===== src/verilog/blackjack_pkg.sv =====
// shared types and rule constants; a hand holds at most MAX_CARDS cards and totals saturate at 31
package blackjack_pkg;

    //--------------------------------------------------------------------
    // card and hand
    //--------------------------------------------------------------------
    typedef logic [3:0] card_t; // rank 1..13, 0 is an empty slot

    localparam int MAX_CARDS = 9;
    localparam int COUNT_W   = 4;

    typedef struct packed {
        card_t [MAX_CARDS-1:0] cards; // slot 0 holds the first card
        logic  [COUNT_W-1:0]   count;
    } hand_t;

    typedef logic [4:0] total_t; // largest reachable total is 31

    localparam card_t  CARD_RANKS    = 4'd13;
    localparam card_t  ACE_RANK      = 4'd1;
    localparam card_t  FACE_RANK_MAX = 4'd10; // J, Q, K rank above this
    localparam total_t FACE_POINTS   = 5'd10;
    localparam total_t ACE_BONUS     = 5'd10;
    localparam total_t SOFT_LIMIT    = 5'd11; // ace promoted up to this hard total

    //--------------------------------------------------------------------
    // game rules
    //--------------------------------------------------------------------
    localparam total_t BUST_LIMIT   = 5'd21;
    localparam total_t DEALER_STAND = 5'd17;

    localparam int NUM_HANDS  = 2;
    localparam int PLAYER_IDX = 0;
    localparam int DEALER_IDX = 1;

    typedef enum logic [1:0] {
        IDLE_PH   = 2'd0,
        PLAYER_PH = 2'd1,
        DEALER_PH = 2'd2,
        DONE_PH   = 2'd3
    } phase_t;

    typedef enum logic [1:0] {
        NONE        = 2'd0,
        PLAYER_WINS = 2'd1,
        DEALER_WINS = 2'd2,
        PUSH        = 2'd3
    } result_t;

    typedef struct packed {
        phase_t  phase;
        result_t result;
    } status_t;

    //--------------------------------------------------------------------
    // random card lanes
    //--------------------------------------------------------------------
    localparam int NUM_LANES = 3;
    localparam int LFSR_W    = 13;
    localparam int LANE_W    = 2;

    // lane 0 seed sits in the low word
    localparam logic [NUM_LANES-1:0][LFSR_W-1:0] LFSR_SEEDS = {
        13'h06a, 13'h0fd, 13'h00a
    };

endpackage

===== src/verilog/blackjack_core.sv =====
// blackjack rule engine top; tick comes from outside, at most one every 4 clocks
`timescale 1ns/1ns

module blackjack_core import blackjack_pkg::*; (
    input  logic    clk,
    input  logic    rst,
    input  logic    tick,
    input  logic    deal,
    input  logic    hit,
    input  logic    stand,
    input  logic    ack,
    output hand_t   player_hand,
    output hand_t   dealer_hand,
    output total_t  player_total,
    output total_t  dealer_total,
    output status_t status
);

    card_t  card0;
    card_t  card1;
    card_t  card2;
    logic   hand_clear;
    logic   append    [NUM_HANDS];
    card_t  hand_card [NUM_HANDS];
    hand_t  hands     [NUM_HANDS];
    total_t totals    [NUM_HANDS];

    card_source u_card_source (
        .clk   (clk),
        .rst   (rst),
        .card0 (card0),
        .card1 (card1),
        .card2 (card2)
    );

    //--------------------------------------------------------------------
    // scorers, player then dealer
    //--------------------------------------------------------------------
    genvar g;
    generate
        for (g = 0; g < NUM_HANDS; g++) begin : gen_scorer
            hand_scorer u_hand_scorer (
                .clk    (clk),
                .rst    (rst),
                .clear  (hand_clear),
                .append (append[g]),
                .card   (hand_card[g]),
                .hand   (hands[g]),
                .total  (totals[g])
            );
        end
    endgenerate

    game_fsm u_game_fsm (
        .clk           (clk),
        .rst           (rst),
        .tick          (tick),
        .deal          (deal),
        .hit           (hit),
        .stand         (stand),
        .ack           (ack),
        .card0         (card0),
        .card1         (card1),
        .card2         (card2),
        .player_total  (totals[PLAYER_IDX]),
        .dealer_total  (totals[DEALER_IDX]),
        .player_append (append[PLAYER_IDX]),
        .dealer_append (append[DEALER_IDX]),
        .hand_clear    (hand_clear),
        .player_card   (hand_card[PLAYER_IDX]),
        .dealer_card   (hand_card[DEALER_IDX]),
        .status        (status)
    );

    assign player_hand  = hands[PLAYER_IDX];
    assign dealer_hand  = hands[DEALER_IDX];
    assign player_total = totals[PLAYER_IDX];
    assign dealer_total = totals[DEALER_IDX];

endmodule


===== src/verilog/game_fsm.sv =====
// table FSM stepped by tick; inputs are levels sampled only on tick, ticks must be at least 2 clocks apart
`timescale 1ns/1ns

module game_fsm import blackjack_pkg::*; (
    input  logic    clk,
    input  logic    rst,
    input  logic    tick,
    input  logic    deal,
    input  logic    hit,
    input  logic    stand,
    input  logic    ack,
    input  card_t   card0,
    input  card_t   card1,
    input  card_t   card2,
    input  total_t  player_total,
    input  total_t  dealer_total,
    output logic    player_append,
    output logic    dealer_append,
    output logic    hand_clear,
    output card_t   player_card,
    output card_t   dealer_card,
    output status_t status
);

    //--------------------------------------------------------------------
    // state encoding
    //--------------------------------------------------------------------
    typedef enum logic [3:0] {
        IDLE         = 4'd0,
        DEAL_CLR     = 4'd1,
        DEAL_P0      = 4'd2, // first player card
        DEAL_P1      = 4'd3, // second player card
        DEAL_D0      = 4'd4, // dealer up card
        PLAYER_TURN  = 4'd5,
        PLAYER_CHECK = 4'd6,
        DEALER_CHECK = 4'd7,
        COMPARE      = 4'd8,
        DONE         = 4'd9
    } state_t;

    state_t  state;
    state_t  state_nxt;
    result_t result;
    result_t result_nxt;

    //--------------------------------------------------------------------
    // state and result registers
    //--------------------------------------------------------------------
    always_ff @(posedge clk) begin
        if (rst) begin
            state  <= IDLE;
            result <= NONE;
        end else begin
            state  <= state_nxt;
            result <= result_nxt;
        end
    end

    //--------------------------------------------------------------------
    // next state and scorer strobes, all gated by tick
    //--------------------------------------------------------------------
    always_comb begin
        state_nxt     = state;
        result_nxt    = result;
        player_append = 1'b0;
        dealer_append = 1'b0;
        hand_clear    = 1'b0;
        if (tick) begin
            case (state)
                IDLE: begin
                    if (deal) begin
                        state_nxt = DEAL_CLR;
                    end
                end
                DEAL_CLR: begin
                    hand_clear = 1'b1; // both hands emptied together
                    state_nxt  = DEAL_P0;
                end
                DEAL_P0: begin
                    player_append = 1'b1;
                    state_nxt     = DEAL_P1;
                end
                DEAL_P1: begin
                    player_append = 1'b1;
                    state_nxt     = DEAL_D0;
                end
                DEAL_D0: begin
                    dealer_append = 1'b1;
                    state_nxt     = PLAYER_TURN;
                end
                PLAYER_TURN: begin
                    if (hit) begin // hit wins over stand
                        player_append = 1'b1;
                        state_nxt     = PLAYER_CHECK;
                    end else if (stand) begin
                        state_nxt = DEALER_CHECK;
                    end
                end
                PLAYER_CHECK: begin
                    if (player_total > BUST_LIMIT) begin
                        result_nxt = DEALER_WINS;
                        state_nxt  = DONE;
                    end else begin
                        state_nxt = PLAYER_TURN;
                    end
                end
                DEALER_CHECK: begin
                    if (dealer_total > BUST_LIMIT) begin
                        result_nxt = PLAYER_WINS;
                        state_nxt  = DONE;
                    end else if (dealer_total >= DEALER_STAND) begin
                        state_nxt = COMPARE;
                    end else begin
                        dealer_append = 1'b1; // draw, total rechecked next tick
                    end
                end
                COMPARE: begin
                    if (player_total > dealer_total) begin
                        result_nxt = PLAYER_WINS;
                    end else if (dealer_total > player_total) begin
                        result_nxt = DEALER_WINS;
                    end else begin
                        result_nxt = PUSH;
                    end
                    state_nxt = DONE;
                end
                DONE: begin
                    if (ack) begin
                        result_nxt = NONE;
                        state_nxt  = IDLE;
                    end
                end
                default: begin
                    state_nxt = IDLE;
                end
            endcase
        end
    end

    // card routing
    assign player_card = (state == DEAL_P1) ? card1 : card0;
    assign dealer_card = (state == DEAL_D0) ? card2 : card0;

    //--------------------------------------------------------------------
    // status, Moore on the registers
    //--------------------------------------------------------------------
    always_comb begin
        case (state)
            IDLE:                  status.phase = IDLE_PH;
            DEALER_CHECK, COMPARE: status.phase = DEALER_PH;
            DONE:                  status.phase = DONE_PH;
            default:               status.phase = PLAYER_PH; // deal and player turn
        endcase
        status.result = result;
    end

    // a scorer total needs one clock to settle before the next decision
    tick_spacing: assert property (
        @(posedge clk) disable iff (rst) tick |=> !tick
    ) else $error("game_fsm tick in two consecutive clocks");

endmodule


===== src/verilog/hand_scorer.sv =====
// one hand with ace promotion; appends past MAX_CARDS are dropped, total valid 1 clock after append or clear
`timescale 1ns/1ns

module hand_scorer import blackjack_pkg::*; (
    input  logic   clk,
    input  logic   rst,
    input  logic   clear,
    input  logic   append,
    input  card_t  card,
    output hand_t  hand,
    output total_t total
);

    total_t hard;    // every ace counted as 1
    logic   has_ace;

    // blackjack point value of one rank
    function automatic total_t card_points(input card_t c);
        total_t pts;
        if (c > FACE_RANK_MAX) begin
            pts = FACE_POINTS;
        end else begin
            pts = {1'b0, c};
        end
        return pts;
    endfunction

    //--------------------------------------------------------------------
    // hand storage and hard sum
    //--------------------------------------------------------------------
    always_ff @(posedge clk) begin
        if (rst || clear) begin
            hand    <= '0;
            hard    <= '0;
            has_ace <= 1'b0;
        end else if (append && (hand.count < MAX_CARDS)) begin
            hand.cards[hand.count] <= card;
            hand.count             <= hand.count + 4'd1;
            hard                   <= hard + card_points(card);
            has_ace                <= has_ace | (card == ACE_RANK);
        end
    end

    // one ace may count 11 while it does not bust the hand
    assign total = (has_ace && (hard <= SOFT_LIMIT)) ? hard + ACE_BONUS : hard;

    //--------------------------------------------------------------------
    // checks on the FSM side
    //--------------------------------------------------------------------
    no_append_full: assert property (
        @(posedge clk) disable iff (rst) append |-> (hand.count < MAX_CARDS)
    ) else $error("hand_scorer append on a full hand");

    no_append_clear: assert property (
        @(posedge clk) disable iff (rst) !(append && clear)
    ) else $error("hand_scorer append and clear in the same clock");

endmodule


===== src/verilog/card_source.sv =====
// three independent card ranks, new every clock; the modulo mapping is slightly biased toward low ranks
`timescale 1ns/1ns

module card_source import blackjack_pkg::*; (
    input  logic  clk,
    input  logic  rst,
    output card_t card0,
    output card_t card1,
    output card_t card2
);

    logic [LFSR_W-1:0] lane_state [NUM_LANES];
    card_t             rank       [NUM_LANES];

    //--------------------------------------------------------------------
    // lanes and rank mapping
    //--------------------------------------------------------------------
    genvar g;
    generate
        for (g = 0; g < NUM_LANES; g++) begin : gen_lane
            logic [3:0] nib; // low nibble of the lane

            card_lfsr u_card_lfsr (
                .clk   (clk),
                .rst   (rst),
                .lane  (LANE_W'(g)),
                .state (lane_state[g])
            );

            assign nib = lane_state[g][3:0];

            // nibble mod 13, then shifted to 1..13
            always_comb begin
                if (nib >= CARD_RANKS) begin
                    rank[g] = nib - CARD_RANKS + 4'd1;
                end else begin
                    rank[g] = nib + 4'd1;
                end
            end
        end
    endgenerate

    assign card0 = rank[0];
    assign card1 = rank[1];
    assign card2 = rank[2];

endmodule


===== src/verilog/card_lfsr.sv =====
// free-running 13-bit LFSR lane; lane must be below NUM_LANES and stay constant while running
`timescale 1ns/1ns

module card_lfsr import blackjack_pkg::*; (
    input  logic              clk,
    input  logic              rst,
    input  logic [LANE_W-1:0] lane,  // instance index, picks the seed
    output logic [LFSR_W-1:0] state
);

    logic feedback;

    // taps 13,4,3,1 give the full 8191 cycle
    assign feedback = state[12] ^ state[3] ^ state[2] ^ state[0];

    //--------------------------------------------------------------------
    // shift register
    //--------------------------------------------------------------------
    always_ff @(posedge clk) begin
        if (rst) begin
            state <= LFSR_SEEDS[lane];
        end else begin
            state <= {state[LFSR_W-2:0], feedback}; // shift left, new bit 0
        end
    end

    // an all-zero state would lock the lane on one rank forever
    lfsr_never_zero: assert property (
        @(posedge clk) disable iff (rst) state != '0
    ) else $error("card_lfsr lane %0d stuck at zero", lane);

endmodule


===== config.mk =====
export PLATFORM = sky130hd
export DESIGN_NAME = blackjack_core
export DESIGN_NICKNAME = d
export VERILOG_FILES = /design/src/verilog/blackjack_pkg.sv /design/src/verilog/blackjack_core.sv /design/src/verilog/game_fsm.sv /design/src/verilog/hand_scorer.sv /design/src/verilog/card_source.sv /design/src/verilog/card_lfsr.sv
export SDC_FILE = /design/constraint.sdc
export NUM_CORES = 1
export LEC_CHECK = 0
export BUFFER_PORTS_ARGS = -buffer_cell sky130_fd_sc_hd__buf_2
export CAP_MARGIN = 20
export CORE_AREA = 2 2 107 109
export DETAILED_ROUTE_END_ITERATION = 16
export DIE_AREA = 0 0 109 111
export PLACE_DENSITY = 0.85
export SLEW_MARGIN = 20
export SYNTH_ARGS = -nofsm -noshare
export SYNTH_HDL_FRONTEND = slang
export SYNTH_SLANG_ARGS = --single-unit

===== constraint.sdc =====
create_clock -name clk -period 5.2 [get_ports clk]
set_clock_uncertainty 0.2 [all_clocks]
set_input_delay 0.26 -clock clk [delete_from_list [all_inputs] [get_ports clk]]
set_output_delay 0.26 -clock clk [all_outputs]
set_load 0.05 [all_outputs]

### Word-level counts from Yosys, hierarchy flattened

Index checks and enable logic that the tools add are counted.

* equality and inequality tests: 17
* $lt $le $gt $ge: 18
* add/sub/neg operators: 15
* mux-type cells: 43
* bitwise gates (word level): 11
* reduce and logical (&&, ||, !) cells: 13

Operators by type and width (count)
* 36-bit bitwise mux: 2
* 4-bit two-way mux: 16
* 4-bit case mux with 10 select lines: 1
* 4-bit by 1-bit adder with 4-bit output, second input constant: 8
* 4-bit demux with 4-bit select: 2
* 5-bit two-way mux: 6
* 4-bit by 3-bit == test with 1-bit output, second input constant: 4
* 4-bit by 1-bit == test with 1-bit output, second input constant: 3
* 4-bit >= comparator, second input constant: 3
* 4-bit subtractor, second input constant: 3
* 5-bit by 4-bit adder with 5-bit output, second input constant: 2
* 5-bit adder: 2
* 5-bit greater-than comparator: 2
* 5-bit greater-than comparator, second input constant: 2
* 5-bit by 4-bit <= comparator with 1-bit output, second input constant: 2
* 4-bit by 5-bit < comparator with 1-bit output, second input constant: 2
* 5-bit AND reduction: 2
* 1-bit XOR: 9
* 4-bit by 2-bit == test with 1-bit output, second input constant: 2
* 4-bit == test, second input constant: 2
* 4-bit by 1-bit >= comparator with 1-bit output, second input constant: 2
* 4-bit greater-than comparator, second input constant: 2
* 4-bit < comparator, second input constant: 2
* 1-bit two-way mux: 8
* 15 further kinds: 28

* register bits after elaboration: 137

### Logic depth before layout (Yosys ltp)

* word-level depth: 12
* gate-level depth with buffers: 17
* mapped depth without buffers: 16

### By module

Synthesis repeated with hierarchy kept, for this count alone.

* cells, all modules: 708
* area, all modules: 6750.2 sq um

By module, submodules not included
* hand_scorer (gen_scorer[1].u_hand_scorer): cells an instance 216, sequential area each 920.9 sq um, times used 1, area an instance 2093.3 sq um
* hand_scorer (gen_scorer[0].u_hand_scorer): cells an instance 219, sequential area each 920.9 sq um, times used 1, area an instance 2069.5 sq um
* card_lfsr: cells an instance 42, sequential area each 260.2 sq um, times used 3, area an instance 440.4 sq um
* game_fsm: cells an instance 100, sequential area each 120.1 sq um, times used 1, area an instance 812.0 sq um
* card_source: cells an instance 47, sequential area each 0.0 sq um, times used 1, area an instance 454.2 sq um

### Worst setup path before layout

No wires, ideal clock.

* path kind: register to register
* start point: register u_game_fsm.state[1]
* end point: register gen_scorer[0].u_hand_scorer.hard[4]
* arrival: 2905 ps
* cell stages (with the launch flop): 14
* setup slack: 1967 ps
* setup time: 128 ps
* clock period less this slack: 3233 ps
* path buffers: 2
* path through: dfxtp_1 clkbuf_1 nor3b_2 mux2_2 buf_2 nor2_1 nor2_1 ha_1 fa_1 a21oi_1 nor2b_1 o21ai_0 xor2_1 nor2_1

* cells in the longest elaborated chain, start to end: 7

Ends and longest elaborated chain
* from (decl): line game_fsm.sv:41 `state_t state;`
* from (signal assigned): line game_fsm.sv:54 `state <= state_nxt;`
* 4-bit by 2-bit == test with 1-bit output: line game_fsm.sv:69, game_fsm.sv:141
* 4-bit two-way mux: line game_fsm.sv:141 `assign player_card = (state == DEAL_P1) ? card1 : card0;`
* 4-bit greater-than comparator: line hand_scorer.sv:20 `if (c > FACE_RANK_MAX) begin`
* 4-bit two-way mux: line hand_scorer.sv:20
* 5-bit two-way mux: line hand_scorer.sv:36 `end else if (append && (hand.count < MAX_CARDS)) begin`
* 5-bit two-way mux: line hand_scorer.sv:32 `if (rst || clear) begin`
* 5-bit adder: line hand_scorer.sv:39 `hard <= hard + card_points(card);`
* to (signal assigned): line hand_scorer.sv:39
* to (decl): line hand_scorer.sv:14 `total_t hard;`

Parallel ways exist; a longest one is shown, timed or not. The select of a mux whose other input is x is not followed.
A chain may end at the register's enable or synchronous reset.

### Final worst setup path

* start point: register u_game_fsm.state[0]
* end point: register gen_scorer[0].u_hand_scorer.hard[4]

The elaborated chain is that of the path after synthesis.

==> impl.org <==
** Timing
- Headroom to the max-slew limit came out at around 52%.
- The count of final max-slew check failures is 0.
- Number of hold violations in the final report :: 0
- Setup repair after global routing missed its margin :: no
- Summed over all failing endpoints, the final setup total negative slack is 0 ns.
- Of the available clock period, the critical path in the final layout requires a little under three quarters.
- Based on the critical path, the design can be clocked at up to roughly 0.27 GHz.
- Final number of setup-violating endpoints :: 0
- Slew at the pin closest to its max-slew limit :: between 0.7 and 0.8 ns
- The worst path needs 3.73 ns of the cycle, external delays included.

** Placed design
- Count of buffers from port buffering :: 100
- Placed Instances :: roughly 900
- Post-place instance area :: between 7000 and 8000 um2
- Detailed placement finished with a half-perimeter wire length of ~11000 um.
- Gpl congestion :: between 0.9 and 1

** Finish
- Number of cells in the finished layout apart from fillers :: 941
- The net count of the finished layout is approximately 830.
- The finished cells cover around 8000 um2.
- From synthesis to final layout, the design area changed by 17.4%.
- Filler cell count :: 784
- Ratio of cells with drive above 1 in the final layout :: around 22%

** Synthesis
- The synthesized netlist contains 74 unique library cells.
- Most frequently used cell type in the post-synthesis netlist :: sky130_fd_sc_hd__dfxtp_1
- Dividing the synthesized area by the synthesized cell count gives 9.47 um2.
- Yosys attributes the largest share of cell area to sky130_fd_sc_hd__dfxtp_1, sky130_fd_sc_hd__mux2i_1, sky130_fd_sc_hd__ha_1, sky130_fd_sc_hd__nor2_1, sky130_fd_sc_hd__nand2_1.
- Of the synthesized area, sequential elements account for about two fifths.
- In the synthesized netlist, the number of instances is slightly above 700.
- Area fraction of the dominant cell type after synthesis :: 41.1%
- Count of yosys warnings during synthesis :: 0
- Post-Synthesis Net Count :: 751
- The most used flip-flop cell after synthesis is sky130_fd_sc_hd__dfxtp_1.
- Count of state elements after synthesis :: roughly 140
- Yosys mapped a number of flops with a built-in enable equal to 0.
- After synthesis, the share of flip-flops with an asynchronous set or reset is 0%.
- Most numerous cell types in the synthesized netlist :: sky130_fd_sc_hd__dfxtp_1, sky130_fd_sc_hd__nor2_1, sky130_fd_sc_hd__nand2_1
- Post-synthesis instance area :: 6670 um2
- Synth area leader :: sky130_fd_sc_hd__dfxtp_1

** Critical path
- Broken down by cell family, the worst path's largest delay share belongs to simple AND/OR/NAND/NOR gates.
- Crit path largest cell delay :: about 0.7 ns
- Data on the critical path arrives at its endpoint at 3.82 ns.
- At the worst endpoint, the required time is about 5.3 ns.
- In this run the number of cells on the critical path is 12.
- The worst setup path is captured at a flip-flop.
- Buffer and inverter count on the worst path :: 0
- R2R cell count :: 12
- Of all nets on the critical path, the largest fanout is 18.
- Startpoint Class :: flip-flop
- Cell-by-cell listing of the critical path :: nand2b_1, nor3b_2, mux2_2, nor2_1, nor2_1, ha_1, fa_1, a21oi_1, nor2b_1, o21ai_0, xor2_1, nor2_1
- Counting stages on the worst path, the most repeated cell is sky130_fd_sc_hd__nor2_1.
- Cell with the biggest individual delay on the critical path :: sky130_fd_sc_hd__dfxtp_1
- The critical path is of the flip-flop to flip-flop type.

** Global route
- Pin count of the biggest net entering global routing :: 60
- The first global-routing pass estimated between 20000 and 30000 um of wire.
- The total overflow left after global routing is 0.
- Via count of the first global-routing pass :: approximately 5100
- Global routing used roughly a quarter of the available tracks across all layers.
- Number of antenna violations at the first check in global routing :: 1

** Die
- Once the floorplan was initialized, standard cells occupied around 60% of the core.
- The die covers 12100 um2.
- Std-Cell Core Area :: around 11000 um2
- Measured along the y axis, the die boundary spans approximately 110 um.
- 101 I/O pins were placed.
- Horizontal extent of the die :: between 100 and 150 um
- The floorplan has 39 rows.

** Clock network
- Clock Latency Late Sink :: approximately 0.42 ns
- Number of buffers added by the clock tree synthesis step :: 17
- The clock drives 137 sinks.
- After clock tree synthesis, the flow added hold-fix buffers numbering 0.
- In this run the number of H-tree levels came out at 4.
- After clock tree synthesis, the clock-pin slew on the worst setup and hold paths is about 0.06 ns.
- The number of setup buffers added after CTS is 0.
- Count of cells resized by post-cts repair :: 0
- TritonCTS built the clock tree.
- The clock passes through at most 2 buffers.
- Root Driver :: sky130_fd_sc_hd__clkbuf_16

** Min path
- The path class of the tightest hold or removal check is input port to flip-flop.
- Instance count along the most critical hold path :: 4

** Route
- The count of nets left with antenna violations once routing finished came out at 0.
- For this run, design rule violations remaining after detail routing come to 0.
- Initial detailed-routing violation count :: a little under 400
- Dividing the detail-routed via count by the number of cells gives around 5.6.
- Total detailed-routing wirelength :: about 15000 um
- Number of iterations in the first detailed-routing pass :: 5
- Routed WL per cell :: 16.4 um
- Vias after detailed routing :: about 5300

** Run status
- Outcome :: finished clean

** Power and ir drop
- For this design the ratio of total power to cell area is approximately 370 nW/um2.
- IR analysis of the VDD net gives a maximum drop of 0.000239 V.
- Total design power :: just under 3 mW
- Leakage dissipation :: about 3.3 nW

** Flow run
- Across the run, the number of max-cap violations was 0.
per-layer routing:
metal  global-route usage [%]  routed length (um)  share of wire, %  vias up
li1                         -                   -                 -     2565
met1                     32.5                6680                43     2517
met2                     43.3                7490                49      174
met3                     7.64                 926               6.0       26
met4                     9.15                 334               2.2        0
met5                        0                   0                 0        -
layout make-up:
cell class / count / area (um2) / share of cell area (%)
multi-input cells: 497 / 3610 / 46.2
flip-flops and latches: 137 / 2740 / 35.1
repair buffers: 105 / 538 / 6.88
clock buffers: 17 / 425 / 5.44
clock inverters: 14 / 220 / 2.81
well taps: 143 / 179 / 2.29
inverters: 27 / 104 / 1.33
diodes: 1 / 2.50 / 0.0320
cells in the final DEF (no fill, tap or decap), drive strengths merged, types with 7 or more instances in the layout:
cell    instances
nor2           84
mux2i          56
clkbuf         17
a21o            7
xnor2          21
ha             38
nand2          66
a211oi         30
nand2b         12
xor2            8
nor3            9
nand3           9
or2            11
nor2b          31
dfxtp         137
o21ai          21
buf           105
inv            30
a21oi          29
logic make-up after synthesis:
group                    count (synthesis)  synth area share, %
AND/OR/NAND/NOR                        250                 20.5
flip-flops                             137                 41.1
AO/OA/AOI/OAI                          118                 13.0
buffers and inverters                   70                 4.75
multiplexers                            60                 9.08
adder cells (fa/ha/maj)                 40                 7.73
XOR/XNOR                                29                 3.81
stage by stage:
step	util (%)	worst slack [ns]	hold slack, ns
after floorplan	-	1.97	0.189
after global placement	64.8	1.66	0.199
after detailed placement	64.8	1.55	0.197
after CTS	70.6	1.49	0.0927
after global routing	70.6	1.16	0.0998
final	70.6	1.47	0.101
state kept, by name, indices dropped and copies added (netlist names):
signal                                    flops
gen_scorer.u_hand_scorer.hard                10
u_card_source.gen_lane.u_card_lfsr.state     39
u_game_fsm.result                             2
u_game_fsm.state                              4
gen_scorer.u_hand_scorer.has_ace              2
gen_scorer.u_hand_scorer.hand                80
worst register-to-register path: stages, from the launching register on:
cell and delay [ns]:
sky130_fd_sc_hd__dfxtp_1 0.72, sky130_fd_sc_hd__nand2b_1 0.26, sky130_fd_sc_hd__nor3b_2 0.43, sky130_fd_sc_hd__mux2_2 0.52, sky130_fd_sc_hd__nor2_1 0.17, sky130_fd_sc_hd__nor2_1 0.06
sky130_fd_sc_hd__ha_1 0.20, sky130_fd_sc_hd__fa_1 0.41, sky130_fd_sc_hd__a21oi_1 0.18, sky130_fd_sc_hd__nor2b_1 0.06, sky130_fd_sc_hd__o21ai_0 0.18, sky130_fd_sc_hd__xor2_1 0.16
sky130_fd_sc_hd__nor2_1 0.05
worst paths after layout:
kind | slack (ns) | start | endpoint
setup / recovery | 1.47 | u_game_fsm.state[0] | gen_scorer[0].u_hand_scorer.hard[4]
hold / removal | 0.10 | hit | u_game_fsm.state[0]
setup reg to reg | 1.47 | u_game_fsm.state[0] | gen_scorer[0].u_hand_scorer.hard[4]
hold reg to reg | 0.22 | u_card_source.gen_lane[1].u_card_lfsr.state[5] | u_card_source.gen_lane[1].u_card_lfsr.state[6]
report_power, final:
part | internal [mW] | total [mW] | leakage, nW | switching (mW)
Clock | 0.852 | 1.32 | 0.314 | 0.468
Combinational | 0.167 | 0.462 | 1.91 | 0.295
Sequential | 1.08 | 1.13 | 1.11 | 0.0456
Power figures use the tool's default switching activity.
